### config.mk
export PLATFORM = sky130hd
export DESIGN_NAME = fft_control_unit
export DESIGN_NICKNAME = d
export VERILOG_FILES = /design/src/rtl/fft_ctrl_pkg.sv /design/src/rtl/frame_sequencer.sv /design/src/rtl/sdf_stage_ctrl.sv /design/src/rtl/fft_control_unit.sv
export VERILOG_INCLUDE_DIRS = /design/src /design/src/include
export SDC_FILE = /design/constraint.sdc
export NUM_CORES = 1
export LEC_CHECK = 0
export BUFFER_PORTS_ARGS = -buffer_cell sky130_fd_sc_hd__buf_2
export CORE_MARGIN = 2
export CORE_UTILIZATION = 47
export CTS_BUF_LIST = sky130_fd_sc_hd__clkbuf_4 sky130_fd_sc_hd__clkbuf_8
export DETAILED_ROUTE_END_ITERATION = 8
export PLACE_DENSITY_LB_ADDON = 0.3
export SETUP_SLACK_MARGIN = 0.15
export SLEW_MARGIN = 10
export SYNTH_ARGS = -nofsm -noshare
export SYNTH_HDL_FRONTEND = slang
export SYNTH_SLANG_ARGS = --single-unit
### constraint.sdc
create_clock -name clk -period 1.98 [get_ports clk]
set_input_delay 0.099 -clock clk [delete_from_list [all_inputs] [get_ports clk]]
set_output_delay 0.099 -clock clk [all_outputs]
set_load 0.05 [all_outputs]
### src/include/fft_ctrl_macros.svh
`ifndef FFT_CTRL_MACROS_SVH
`define FFT_CTRL_MACROS_SVH

// Points per FFT frame
`define FFT_POINTS 64

// Radix-2 butterfly stages, log2 of the point count
`define FFT_STAGES 6

// The schedule spans fill plus drain, which is two frames of positions
`define COUNT_W 7

// Twiddle index width of the last stage, the widest one
`define TW_W 5

`endif

### src/rtl/fft_ctrl_pkg.sv
`include "fft_ctrl_macros.svh"

package fft_ctrl_pkg;

        // Position inside the frame schedule
        typedef logic [`COUNT_W-1:0] count_t;

        // Twiddle ROM index of which stage k uses the low k-1 bits
        typedef logic [`TW_W-1:0] tw_idx_t;

        // Phase of one SDF stage as seen from the frame count
        typedef enum logic [2:0] {
                PH_IDLE,  // Stage has no samples of this frame
                PH_FILL,  // First D samples are written into the feedback buffer
                PH_PASS,  // Buffered results leave the stage
                PH_BFLY,  // Butterfly between buffer and incoming sample
                PH_FLUSH  // Last results drain out of the buffer
        } stage_phase_e;

endpackage

### src/rtl/frame_sequencer.sv
`timescale 1ns/10ps
`include "fft_ctrl_macros.svh"

module frame_sequencer
        import fft_ctrl_pkg::*;
(
        input  logic   clk,
        input  logic   rst_n,
        input  logic   enable,
        output count_t count,
        output logic   done_tick
);

        // Highest position of the schedule, 127 for a 64-point frame
        localparam count_t LAST_COUNT = count_t'(2 * `FFT_POINTS - 1);

        // Free running schedule counter that only moves while enabled
        always_ff @(posedge clk or negedge rst_n) begin
                if (!rst_n) begin
                        count <= '0;
                end else if (enable) begin
                        count <= count + 1'b1; // Rolls over from LAST_COUNT to 0
                end
        end

        // Flag the last two positions so the consumer sees the frame end coming
        always_comb begin
                done_tick = 1'b0;
                if (count >= LAST_COUNT - 1'b1) begin
                        done_tick = 1'b1;
                end
        end

        // Outputs are frozen while the pipeline is stalled
        hold_when_disabled: assert property (
                @(posedge clk) disable iff (!rst_n)
                !enable |=> $stable(count)
        );

        wrap_after_done: assert property (
                @(posedge clk) disable iff (!rst_n)
                (done_tick && enable && count == LAST_COUNT) |=> (count == '0 && !done_tick)
        ) else $error("frame_sequencer: schedule did not restart after done_tick");

endmodule

### src/rtl/sdf_stage_ctrl.sv
`timescale 1ns/10ps
`include "fft_ctrl_macros.svh"

module sdf_stage_ctrl
        import fft_ctrl_pkg::*;
#(
        parameter int STAGE = 1
) (
        input  count_t  count,
        output logic    buf_out_sel,
        output logic    buf_in_sel,
        output tw_idx_t tw_sel
);

        // Feedback delay halves with every stage, 32 for stage 1 and 1 for stage 6
        localparam int DELAY  = `FFT_POINTS >> STAGE;
        localparam int D_LOG  = $clog2(DELAY);

        // Stage k sees its first sample 2D positions before the frame midpoint
        localparam int START  = `FFT_POINTS - 2 * DELAY;

        // Largest twiddle index, all ones in k-1 bits
        localparam int TW_MAX = (`FFT_POINTS / 2) / DELAY - 1;

        stage_phase_e phase;
        count_t       rel;      // Position relative to the stage start
        count_t       tw_pos;
        count_t       tw_raw;

        if (STAGE < 1 || STAGE > `FFT_STAGES) begin : g_bad_stage
                $error("sdf_stage_ctrl: STAGE %0d outside 1..%0d", STAGE, `FFT_STAGES);
        end

        assign rel = count - count_t'(START);

        always_comb begin
                if (count < count_t'(START)) begin
                        phase = PH_IDLE;
                end else if (rel < count_t'(DELAY)) begin
                        phase = PH_FILL;
                end else if (rel < count_t'(`FFT_POINTS)) begin
                        // Blocks of D alternate between pass and butterfly
                        phase = rel[D_LOG] ? PH_PASS : PH_BFLY;
                end else if (rel < count_t'(`FFT_POINTS + DELAY)) begin
                        phase = PH_FLUSH;
                end else begin
                        phase = PH_IDLE;
                end
        end

        // Unused selects are tied low rather than left open
        always_comb begin
                buf_out_sel = 1'b0;
                buf_in_sel  = 1'b0;
                case (phase)
                        PH_FILL,
                        PH_BFLY: begin
                                buf_in_sel = 1'b1;
                        end
                        PH_PASS: begin
                                buf_out_sel = 1'b1;
                        end
                        default: begin
                                buf_out_sel = 1'b0;
                                buf_in_sel  = 1'b0;
                        end
                endcase
        end

        // The twiddle index steps once every 2D positions after the midpoint,
        // offset by D so that it changes on the butterfly boundary
        assign tw_pos = count - count_t'(`FFT_POINTS - DELAY);
        assign tw_raw = tw_pos >> (D_LOG + 1);

        always_comb begin
                if (count < count_t'(`FFT_POINTS)) begin
                        tw_sel = '0;
                end else if (tw_raw > count_t'(TW_MAX)) begin
                        tw_sel = tw_idx_t'(TW_MAX); // Holds the last index through the tail
                end else begin
                        tw_sel = tw_idx_t'(tw_raw);
                end
        end

        // Buffer input and output multiplexers never drive the same cycle
        always_comb begin
                sel_exclusive: assert final (!(buf_in_sel && buf_out_sel))
                        else $error("sdf_stage_ctrl %0d: both selects high at count %0d",
                                    STAGE, count);
        end

        always_comb begin
                tw_in_range: assert final (tw_sel <= tw_idx_t'(TW_MAX))
                        else $error("sdf_stage_ctrl %0d: tw_sel %0h above %0h",
                                    STAGE, tw_sel, TW_MAX);
        end

endmodule

### src/rtl/fft_control_unit.sv
`timescale 1ns/10ps
`include "fft_ctrl_macros.svh"

module fft_control_unit
        import fft_ctrl_pkg::*;
(
        input  logic       clk,
        input  logic       rst_n,
        input  logic       enable,

        output logic       buffer_out_sel_s1,
        output logic       buffer_in_sel_s1,
        output logic       buffer_out_sel_s2,
        output logic       buffer_in_sel_s2,
        output logic       buffer_out_sel_s3,
        output logic       buffer_in_sel_s3,
        output logic       buffer_out_sel_s4,
        output logic       buffer_in_sel_s4,
        output logic       buffer_out_sel_s5,
        output logic       buffer_in_sel_s5,
        output logic       buffer_out_sel_s6,
        output logic       buffer_in_sel_s6,

        output logic       tw_sel_s2,
        output logic [1:0] tw_sel_s3,
        output logic [2:0] tw_sel_s4,
        output logic [3:0] tw_sel_s5,
        output logic [4:0] tw_sel_s6,

        output logic       done_tick
);

        count_t                 frame_count;
        logic [`FFT_STAGES:1]   out_sel_w;
        logic [`FFT_STAGES:1]   in_sel_w;
        tw_idx_t                tw_w [1:`FFT_STAGES];

        frame_sequencer frame_sequencer_i (
                .clk       (clk),
                .rst_n     (rst_n),
                .enable    (enable),
                .count     (frame_count),
                .done_tick (done_tick)
        );

        // One decoder per butterfly stage, all driven from the shared count
        for (genvar s = 1; s <= `FFT_STAGES; s++) begin : g_stage
                sdf_stage_ctrl #(
                        .STAGE (s)
                ) stage_ctrl_i (
                        .count       (frame_count),
                        .buf_out_sel (out_sel_w[s]),
                        .buf_in_sel  (in_sel_w[s]),
                        .tw_sel      (tw_w[s])
                );

                // Slicing to k-1 bits at the ports is only lossless if the upper bits stay zero
                tw_fits_port: assert property (
                        @(posedge clk) disable iff (!rst_n)
                        (tw_w[s] >> (s - 1)) == '0
                );
        end

        assign buffer_out_sel_s1 = out_sel_w[1];
        assign buffer_in_sel_s1  = in_sel_w[1];
        assign buffer_out_sel_s2 = out_sel_w[2];
        assign buffer_in_sel_s2  = in_sel_w[2];
        assign buffer_out_sel_s3 = out_sel_w[3];
        assign buffer_in_sel_s3  = in_sel_w[3];
        assign buffer_out_sel_s4 = out_sel_w[4];
        assign buffer_in_sel_s4  = in_sel_w[4];
        assign buffer_out_sel_s5 = out_sel_w[5];
        assign buffer_in_sel_s5  = in_sel_w[5];
        assign buffer_out_sel_s6 = out_sel_w[6];
        assign buffer_in_sel_s6  = in_sel_w[6];

        // Stage 1 multiplies by W^0 only so its index has no port
        assign tw_sel_s2 = tw_w[2][0];
        assign tw_sel_s3 = tw_w[3][1:0];
        assign tw_sel_s4 = tw_w[4][2:0];
        assign tw_sel_s5 = tw_w[5][3:0];
        assign tw_sel_s6 = tw_w[6][4:0];

        // By the time done_tick rises every stage has drained its buffer
        quiet_at_done: assert property (
                @(posedge clk) disable iff (!rst_n)
                done_tick |-> (out_sel_w == '0 && in_sel_w == '0)
        ) else $error("fft_control_unit: buffer select active during done_tick");

        // A new frame opens with stage 1 filling and every twiddle at W^0
        frame_start: assert property (
                @(posedge clk) disable iff (!rst_n)
                frame_count == '0 |-> (in_sel_w == `FFT_STAGES'(1) && out_sel_w == '0 &&
                                       tw_w[`FFT_STAGES] == '0)
        );

endmodule

==> results.cfg, run 1 <==
[setup_path]
worstPathArrival_ps = 1900
worstPathRequired_ps = 1880
cp_cell_sequence = ha_4 -> and3b_1 -> or4_4 -> nor3b_4 -> buf_6
cp-end-kind = primary output
critPathSlowestCell = or4_4
path_delay_family = simple AND/OR/NAND/NOR gates
crit_fanout = 5
path_buf_inv = 1
startpoint_type = register
crit_path_max_incr_delay_ps = 520
setup.worst_path.class = register to primary output

[layout]
final_layout_size_suffix_gt1_share_pct = 61.8
regMostFlops = frame_sequencer_i.count
n_fill_cell = 107
layout_commonest_cell = buf_4
fin_nets = 190
synthToLayoutAreaGrowth_pct = 73.6
reg_top3 = frame_sequencer_i.count x7
diodes = 0
largest_register_ffs = 7
layout_common_cells = buf_4 (28), a21oi_2 (12), buf_6 (12), xnor2_1 (10), buf_2 (9)

[routing]
drc_errors = 0
via_count = 1161
drt_iter0_markers = 35
wl_per_cell_um = 17.4
drt.antenna.violating_nets = 0
viasPerCell = 5.89
dr.pass1.iters = 7
wirelength_um = 3430

[die]
die_w_um = 49.1
dieArea_um2 = 2410
core_um2 = 1940
initial_core_util_pct = 49.2
rows = 16
io_pins = 31
die_h_um = 49.1

[synthesis]
yosys-mux-area-fraction_pct = 1.05
synth-edff-count = 0
yosys.area_share.adder_pct = 20.9
yosysWarnings = 0
synth.area.top_cells = ha_1 (21%), dfrtp_1 (18%), a21oi_1 (9.9%), xnor2_1 (9.2%), nand3_1 (4.2%)
synth_top_cell_by_area = ha_1
synth_top_area_share_pct = 20.9
ys_seq_elements = 7
synth_ff_type = dfrtp_1
synth-compound-area-share_pct = 19.5
async_flop_share_pct = 100
synth_top_family_by_area = simple AND/OR/NAND/NOR gates
synthDistinctLibCells = 34
syn_nets = 141
syn_inst = 122
synthSimpleGateAreaFrac_pct = 21.6
avgSynthCellArea_um2 = 7.84
synth_xor_area_share_pct = 11.0
ys_seq_area_share_pct = 18.3
syn-cell-area_um2 = 956

[sta]
skew_ps = 2.88
setup_viol_count_final = 4
fin_setup_tns_ps = -58.1
setup_slack_ps = -17.9
slew_headroom_pct = 80.1
whs_ps = 146
rsz0062_at_grt = yes
fin_crit_ps = 2000
final-max-slew-violation-count = 0
fmax_mhz = 501
post-route-period-util_pct = 101
hold_violations = 0
tightest_slew_ps = 293

[cts]
clk_latency_ps = 250
numCtsBuffers = 3
clk_pin_slew_ps = 50
cts_max_path_buffers = 2
cts_tree = done
root_buffer = clkbuf_4
htree_levels = 1
clock_sinks = 7

[placement]
dp_hpwl_um = 2210
dp_slack_ps = 107
port-buffer-count = 30
place.gp.congestion = 0.891

[outcome]
violations = negative setup slack
status = complete, but fails checks

[global_routing]
antenna_found_initial = 0
overflow = 0
grt_max_degree = 16
grt_first_pass_wirelength_um = 4960
grt_pass1_vias = 1072
grt_usage_pct = 26.5

[min_path]
hold_path.class = input pin to register

[run]
drv_cap = 0
==> area by class of cell <==
| cell class | count | area, um^2 | area share [%] |
|---|---|---|---|
| sequential | 7 | 183 | 11.0 |
| timing repair buffer | 53 | 435 | 26.2 |
| tap | 27 | 33.8 | 2.04 |
| inverter | 7 | 35.0 | 2.11 |
| multi-input combinational | 99 | 942 | 56.8 |
| clock buffer | 4 | 30.0 | 1.81 |
==> what timing repair did <==
action	4_1_cts	5_1_grt
gates resized for setup	38	30
hold buffers	1	0
pin swaps	2	2
setup endpoints to repair	18	21
hold endpoints to repair	7	0
setup buffers	3	4
==> metal layers <==
metal	routed length (um)	track usage, %	vias to the layer above
li1	-	-	523
met1	1340	30.8	567
met2	1850	49.8	65
met3	204	5.52	6
met4	39	4.29	0
met5	0	0	-
==> final timing paths <==
| path | cells past startpoint | to | startpoint | slack (ps) |
|---|---|---|---|---|
| min | 2 | frame_sequencer_i.count[0] | enable | 150 |
| min reg2reg | 1 | frame_sequencer_i.count[0] | frame_sequencer_i.count[0] | 580 |
| max reg2reg | 5 | frame_sequencer_i.count[6] | frame_sequencer_i.count[3] | 490 |
| max | 5 | buffer_out_sel_s5 | frame_sequencer_i.count[3] | -20 |
| max in group asynchronous | 2 | frame_sequencer_i.count[5] | rst_n | 1560 |
| min in group asynchronous | 2 | frame_sequencer_i.count[6] | rst_n | 250 |
==> stage by stage <==
stage	cells	utilization, %	cell area [um^2]
6_report	197	85.4	1660
5_1_grt	197	85.4	1660
4_1_cts	193	79.3	1540
3_5_place_dp	185	69.6	1350
3_3_place_gp	185	69.6	1350
2_1_floorplan	122	-	1120
==> Yosys cell counts (3+ instances only) <==
cell and number:
a21oi_1 19, clkbuf_1 6, nor2_1 6, nand2_1 10
dfrtp_1 7, xnor2_1 10, inv_1 7, ha_1 16
nand3_1 8, nor3b_1 3, o21ai_0 3
==> kinds of logic after synthesis <==
logic type	count (synthesis)
flip-flops	7
adder cells (fa/ha/maj)	16
AND/OR/NAND/NOR	38
XOR/XNOR	12
AO/OA/AOI/OAI	32
multiplexers	1
buffers and inverters	16
Power of run 1 is left out: the tool's default activity adds up to more than one toggle a clock period on the data nets, which glitch-free logic cannot reach.
==> inputs of run 2 (changes only) <==
--- a/config.mk
+++ b/config.mk
@@ -9,4 +9,6 @@
 export BUFFER_PORTS_ARGS = -buffer_cell sky130_fd_sc_hd__buf_2
+export CELL_PAD_IN_SITES_DETAIL_PLACEMENT = 1
+export CELL_PAD_IN_SITES_GLOBAL_PLACEMENT = 2
 export CORE_MARGIN = 2
-export CORE_UTILIZATION = 47
+export CORE_UTILIZATION = 26
 export CTS_BUF_LIST = sky130_fd_sc_hd__clkbuf_4 sky130_fd_sc_hd__clkbuf_8
--- a/constraint.sdc
+++ b/constraint.sdc
@@ -3,2 +3,2 @@
 set_output_delay 0.099 -clock clk [all_outputs]
-set_load 0.05 [all_outputs]
+set_load 0.02 [all_outputs]
==> results.cfg, run 2 (same netlist as run 1, synthesis figures left out) <==
[setup_path]
critPathSlowestCell = or4_4
path_delay_family = simple AND/OR/NAND/NOR gates
setup.worst_path.class = register to primary output
path_depth = 5
reg2reg_to = frame_sequencer_i.count[5]
worstRegToRegCells = 8
cp_cell_sequence = ha_4 -> nand2b_1 -> or4_4 -> nor3b_2 -> buf_4
crit_fanout = 5
path_buf_inv = 1
worstPathArrival_ps = 1880
r2r_start = frame_sequencer_i.count[3]
regToRegSetupSlack_ps = 430
worstPathRequired_ps = 1880
cp-end-kind = primary output
crit_path_max_incr_delay_ps = 480
startpoint_type = register

[min_path]
min_to = frame_sequencer_i.count[1]
hold_path.class = input pin to register
hp-start = enable
hold_depth = 2

[sta]
setup_viol_count_final = 0
fin_setup_tns_ps = 0
fmax_mhz = 506
fin_crit_ps = 1970
tightest_slew_ps = 292
slew_headroom_pct = 80.4
post-route-period-util_pct = 99.7
final-max-slew-violation-count = 0
skew_ps = 3.27
setup_slack_ps = 5.54
rsz0062_at_grt = yes
hold_violations = 0

[global_routing]
grt_first_pass_wirelength_um = 5510
antenna_found_initial = 0
grt_pass1_vias = 1107
overflow = 0
grt_usage_pct = 16.7
grt_max_degree = 16

[layout]
layout_commonest_cell = buf_4
fin_nets = 190
layout_common_cells = buf_4 (28), buf_2 (18), a21oi_1 (17), nand2_1 (10)
n_fill_cell = 437
final_layout_size_suffix_gt1_share_pct = 49.4
reg_top3 = frame_sequencer_i.count x7
synthToLayoutAreaGrowth_pct = 62.0
largest_register_ffs = 7
regMostFlops = frame_sequencer_i.count
diodes = 0

[placement]
dp_slack_ps = 129
port-buffer-count = 30
place.gp.congestion = 0.811
dp_hpwl_um = 2450

[routing]
wirelength_um = 3300
drt.antenna.violating_nets = 0
drc_errors = 0
wl_met3_um = 66
viasPerCell = 4.83
via_count = 1053
drt_iter0_markers = 46
wl_met2_um = 1700
dr.pass1.iters = 4
wl_met1_um = 1530
routed.top_layer = met3
wl_per_cell_um = 15.1

[die]
io_pins = 31
die_h_um = 64.6
initial_core_util_pct = 26.5
core_um2 = 3610
rows = 22
die_w_um = 64.6
dieArea_um2 = 4180

[cts]
clk_latency_ps = 220
clock_sinks = 7
root_buffer = clkbuf_8
htree_levels = 1
cts_max_path_buffers = 2
cts_tree = done
numCtsBuffers = 3
clk_pin_slew_ps = 40

[outcome]
status = completed

[run]
drv_cap = 0
==> run 2: area by class of cell <==
| class | instances | area [um^2] | share of cell area (%) |
|---|---|---|---|
| inverter | 7 | 32.5 | 2.10 |
| timing repair buffer | 53 | 378 | 24.4 |
| clock buffer | 4 | 48.8 | 3.15 |
| tap | 48 | 60.1 | 3.88 |
| multi-input combinational | 99 | 848 | 54.8 |
| sequential | 7 | 181 | 11.7 |
==> run 2: per-stage QoR <==
stage	std cells	hold WS (ps)	util, %	cell area (um^2)
6_report	218	156	43.0	1550
5_1_grt	218	165	43.0	1550
2_1_floorplan	122	-197	-	1000
3_3_place_gp	203	-61.2	34.7	1250
3_5_place_dp	203	-56.5	34.7	1250
4_1_cts	217	146	41.1	1480
==> run 2: worst max path at each step <==
stage	from	end	slack [ps]
after floorplan	frame_sequencer_i.count[6]	buffer_out_sel_s4	160
after global placement	frame_sequencer_i.count[2]	buffer_out_sel_s5	170
after detailed placement	frame_sequencer_i.count[2]	buffer_out_sel_s5	130
after CTS	frame_sequencer_i.count[2]	buffer_out_sel_s5	3
after global routing	frame_sequencer_i.count[3]	buffer_out_sel_s5	-50
final	frame_sequencer_i.count[2]	buffer_out_sel_s5	6
==> run 2: per-layer routing <==
metal	global-route usage (%)	vias to the layer above
li1	-	522
met1	21.4	513
met2	30.7	18
met3	1.22	0
met4	3.46	0
met5	0	-
==> run 2: repair_timing <==
action,CTS,global route
setup buffers,9,1
pin swaps,3,3
endpoints found under the hold margin,7,0
hold buffers,1,0
endpoints found under the setup margin,14,16
resized for setup,27,16
Power of run 2 is left out for the same reason.
==> inputs of run 3 (changes only) <==
PLACE_DENSITY_LB_ADDON = 0.08   (was 0.3)
==> results.cfg, run 3 (same netlist as run 1, synthesis figures left out) <==
[outcome]
status = completed

[setup_path]
worstPathArrival_ps = 1860
startpoint_type = register
worstPathRequired_ps = 1880
path_buf_inv = 1
path_delay_family = simple AND/OR/NAND/NOR gates
cp-end-kind = primary output
cp_cell_sequence = ha_4 -> and3b_1 -> or4_4 -> nor3b_4 -> buf_6
reg2reg_to = frame_sequencer_i.count[6]
worstRegToRegCells = 6
setup.worst_path.class = register to primary output
critPathSlowestCell = or4_4
r2r_start = frame_sequencer_i.count[3]
crit_path_max_incr_delay_ps = 520
regToRegSetupSlack_ps = 590
crit_fanout = 4

[routing]
wl_met2_um = 1870
via_count = 1085
wl_per_cell_um = 16.3
drt.antenna.violating_nets = 0
wirelength_um = 3590
wl_met3_um = 96
drt_iter0_markers = 14
dr.pass1.iters = 4
drc_errors = 0
wl_met1_um = 1590
viasPerCell = 4.91
routed.top_layer = met4

[die]
die_h_um = 64.6
initial_core_util_pct = 26.5
rows = 22
core_um2 = 3610
io_pins = 31
dieArea_um2 = 4180
die_w_um = 64.6

[cts]
clk_pin_slew_ps = 40
cts_tree = done
root_buffer = clkbuf_8
clock_sinks = 7
cts_max_path_buffers = 2
numCtsBuffers = 3
htree_levels = 1
clk_latency_ps = 230

[layout]
layout_commonest_cell = buf_4
largest_register_ffs = 7
layout_common_cells = buf_4 (30), buf_2 (17), a21oi_1 (16), xnor2_1 (10)
regMostFlops = frame_sequencer_i.count
synthToLayoutAreaGrowth_pct = 71.6
diodes = 0
reg_top3 = frame_sequencer_i.count x7
n_fill_cell = 435
final_layout_size_suffix_gt1_share_pct = 54.9
fin_nets = 193

[sta]
post-route-period-util_pct = 99.1
setup_viol_count_final = 0
final-max-slew-violation-count = 0
fmax_mhz = 510
fin_setup_tns_ps = 0
fin_crit_ps = 1960
slew_headroom_pct = 80.0
setup_slack_ps = 17.6
skew_ps = 2.19
hold_violations = 0
rsz0062_at_grt = yes
tightest_slew_ps = 301

[global_routing]
grt_usage_pct = 18.1
grt_pass1_vias = 1172
overflow = 0
grt_max_degree = 16
antenna_found_initial = 0
grt_first_pass_wirelength_um = 5810

[placement]
port-buffer-count = 30
dp_slack_ps = 147
dp_hpwl_um = 2660
place.gp.congestion = 0.791

[run]
drv_cap = 0

[min_path]
hold_depth = 2
hold_path.class = input pin to register
hp-start = enable
min_to = frame_sequencer_i.count[1]
run 3: cell count changes in the layout (fill, tap and decap cells not counted), moves of 2 or more:
cell | previous run | this run
buf_4 | 28 | 30
ha_1 | 9 | 7
nand3_2 | 2 | 0
ha_4 | 4 | 6
nand2_2 | 0 | 3
nand2_1 | 10 | 6
inv_2 | 0 | 2
run 3: how the worst max path moves through the flow:
stage                                     from           endpoint  cells after the start
floorplan           frame_sequencer_i.count[6]  buffer_out_sel_s4                      7
global placement    frame_sequencer_i.count[3]  buffer_out_sel_s5                      5
detailed placement  frame_sequencer_i.count[3]  buffer_out_sel_s5                      5
CTS                 frame_sequencer_i.count[3]  buffer_out_sel_s5                      5
global route        frame_sequencer_i.count[3]  buffer_out_sel_s5                      5
finish              frame_sequencer_i.count[3]  buffer_out_sel_s5                      5
run 3: timing repair:
| item | 4_1_cts | 5_1_grt |
|---|---|---|
| pin swaps | 5 | 8 |
| buffers inserted | 8 | 2 |
| gates resized for setup | 35 | 24 |
| hold buffers | 1 | 0 |
| hold endpoints to repair | 7 | 0 |
| setup endpoints to repair | 17 | 18 |
run 3: layer usage:
layer	vias to the layer above	global-route usage [%]
met4	0	5.05
li1	526	-
met5	-	0
met1	529	21.9
met2	25	34.1
met3	5	1.22
run 3: through the flow:
step | cell area [um^2] | std cells | hold slack, ps | util [%]
CTS | 1530 | 219 | 170 | 42.4
finish | 1640 | 221 | 164 | 45.5
global route | 1640 | 221 | 184 | 45.5
detailed placement | 1270 | 206 | -54.0 | 35.4
global placement | 1270 | 206 | -58.4 | 35.4
floorplan | 1000 | 122 | -197 | -
run 3: layout make-up:
class | instances | area, um^2 | area share (%)
inverters | 7 | 28.8 | 1.75
well taps | 48 | 60.1 | 3.66
repair buffers | 56 | 414 | 25.2
flip-flops and latches | 7 | 181 | 11.1
multi-input cells | 99 | 907 | 55.3
clock buffers | 4 | 48.8 | 2.97
Power of run 3 is left out for the same reason.
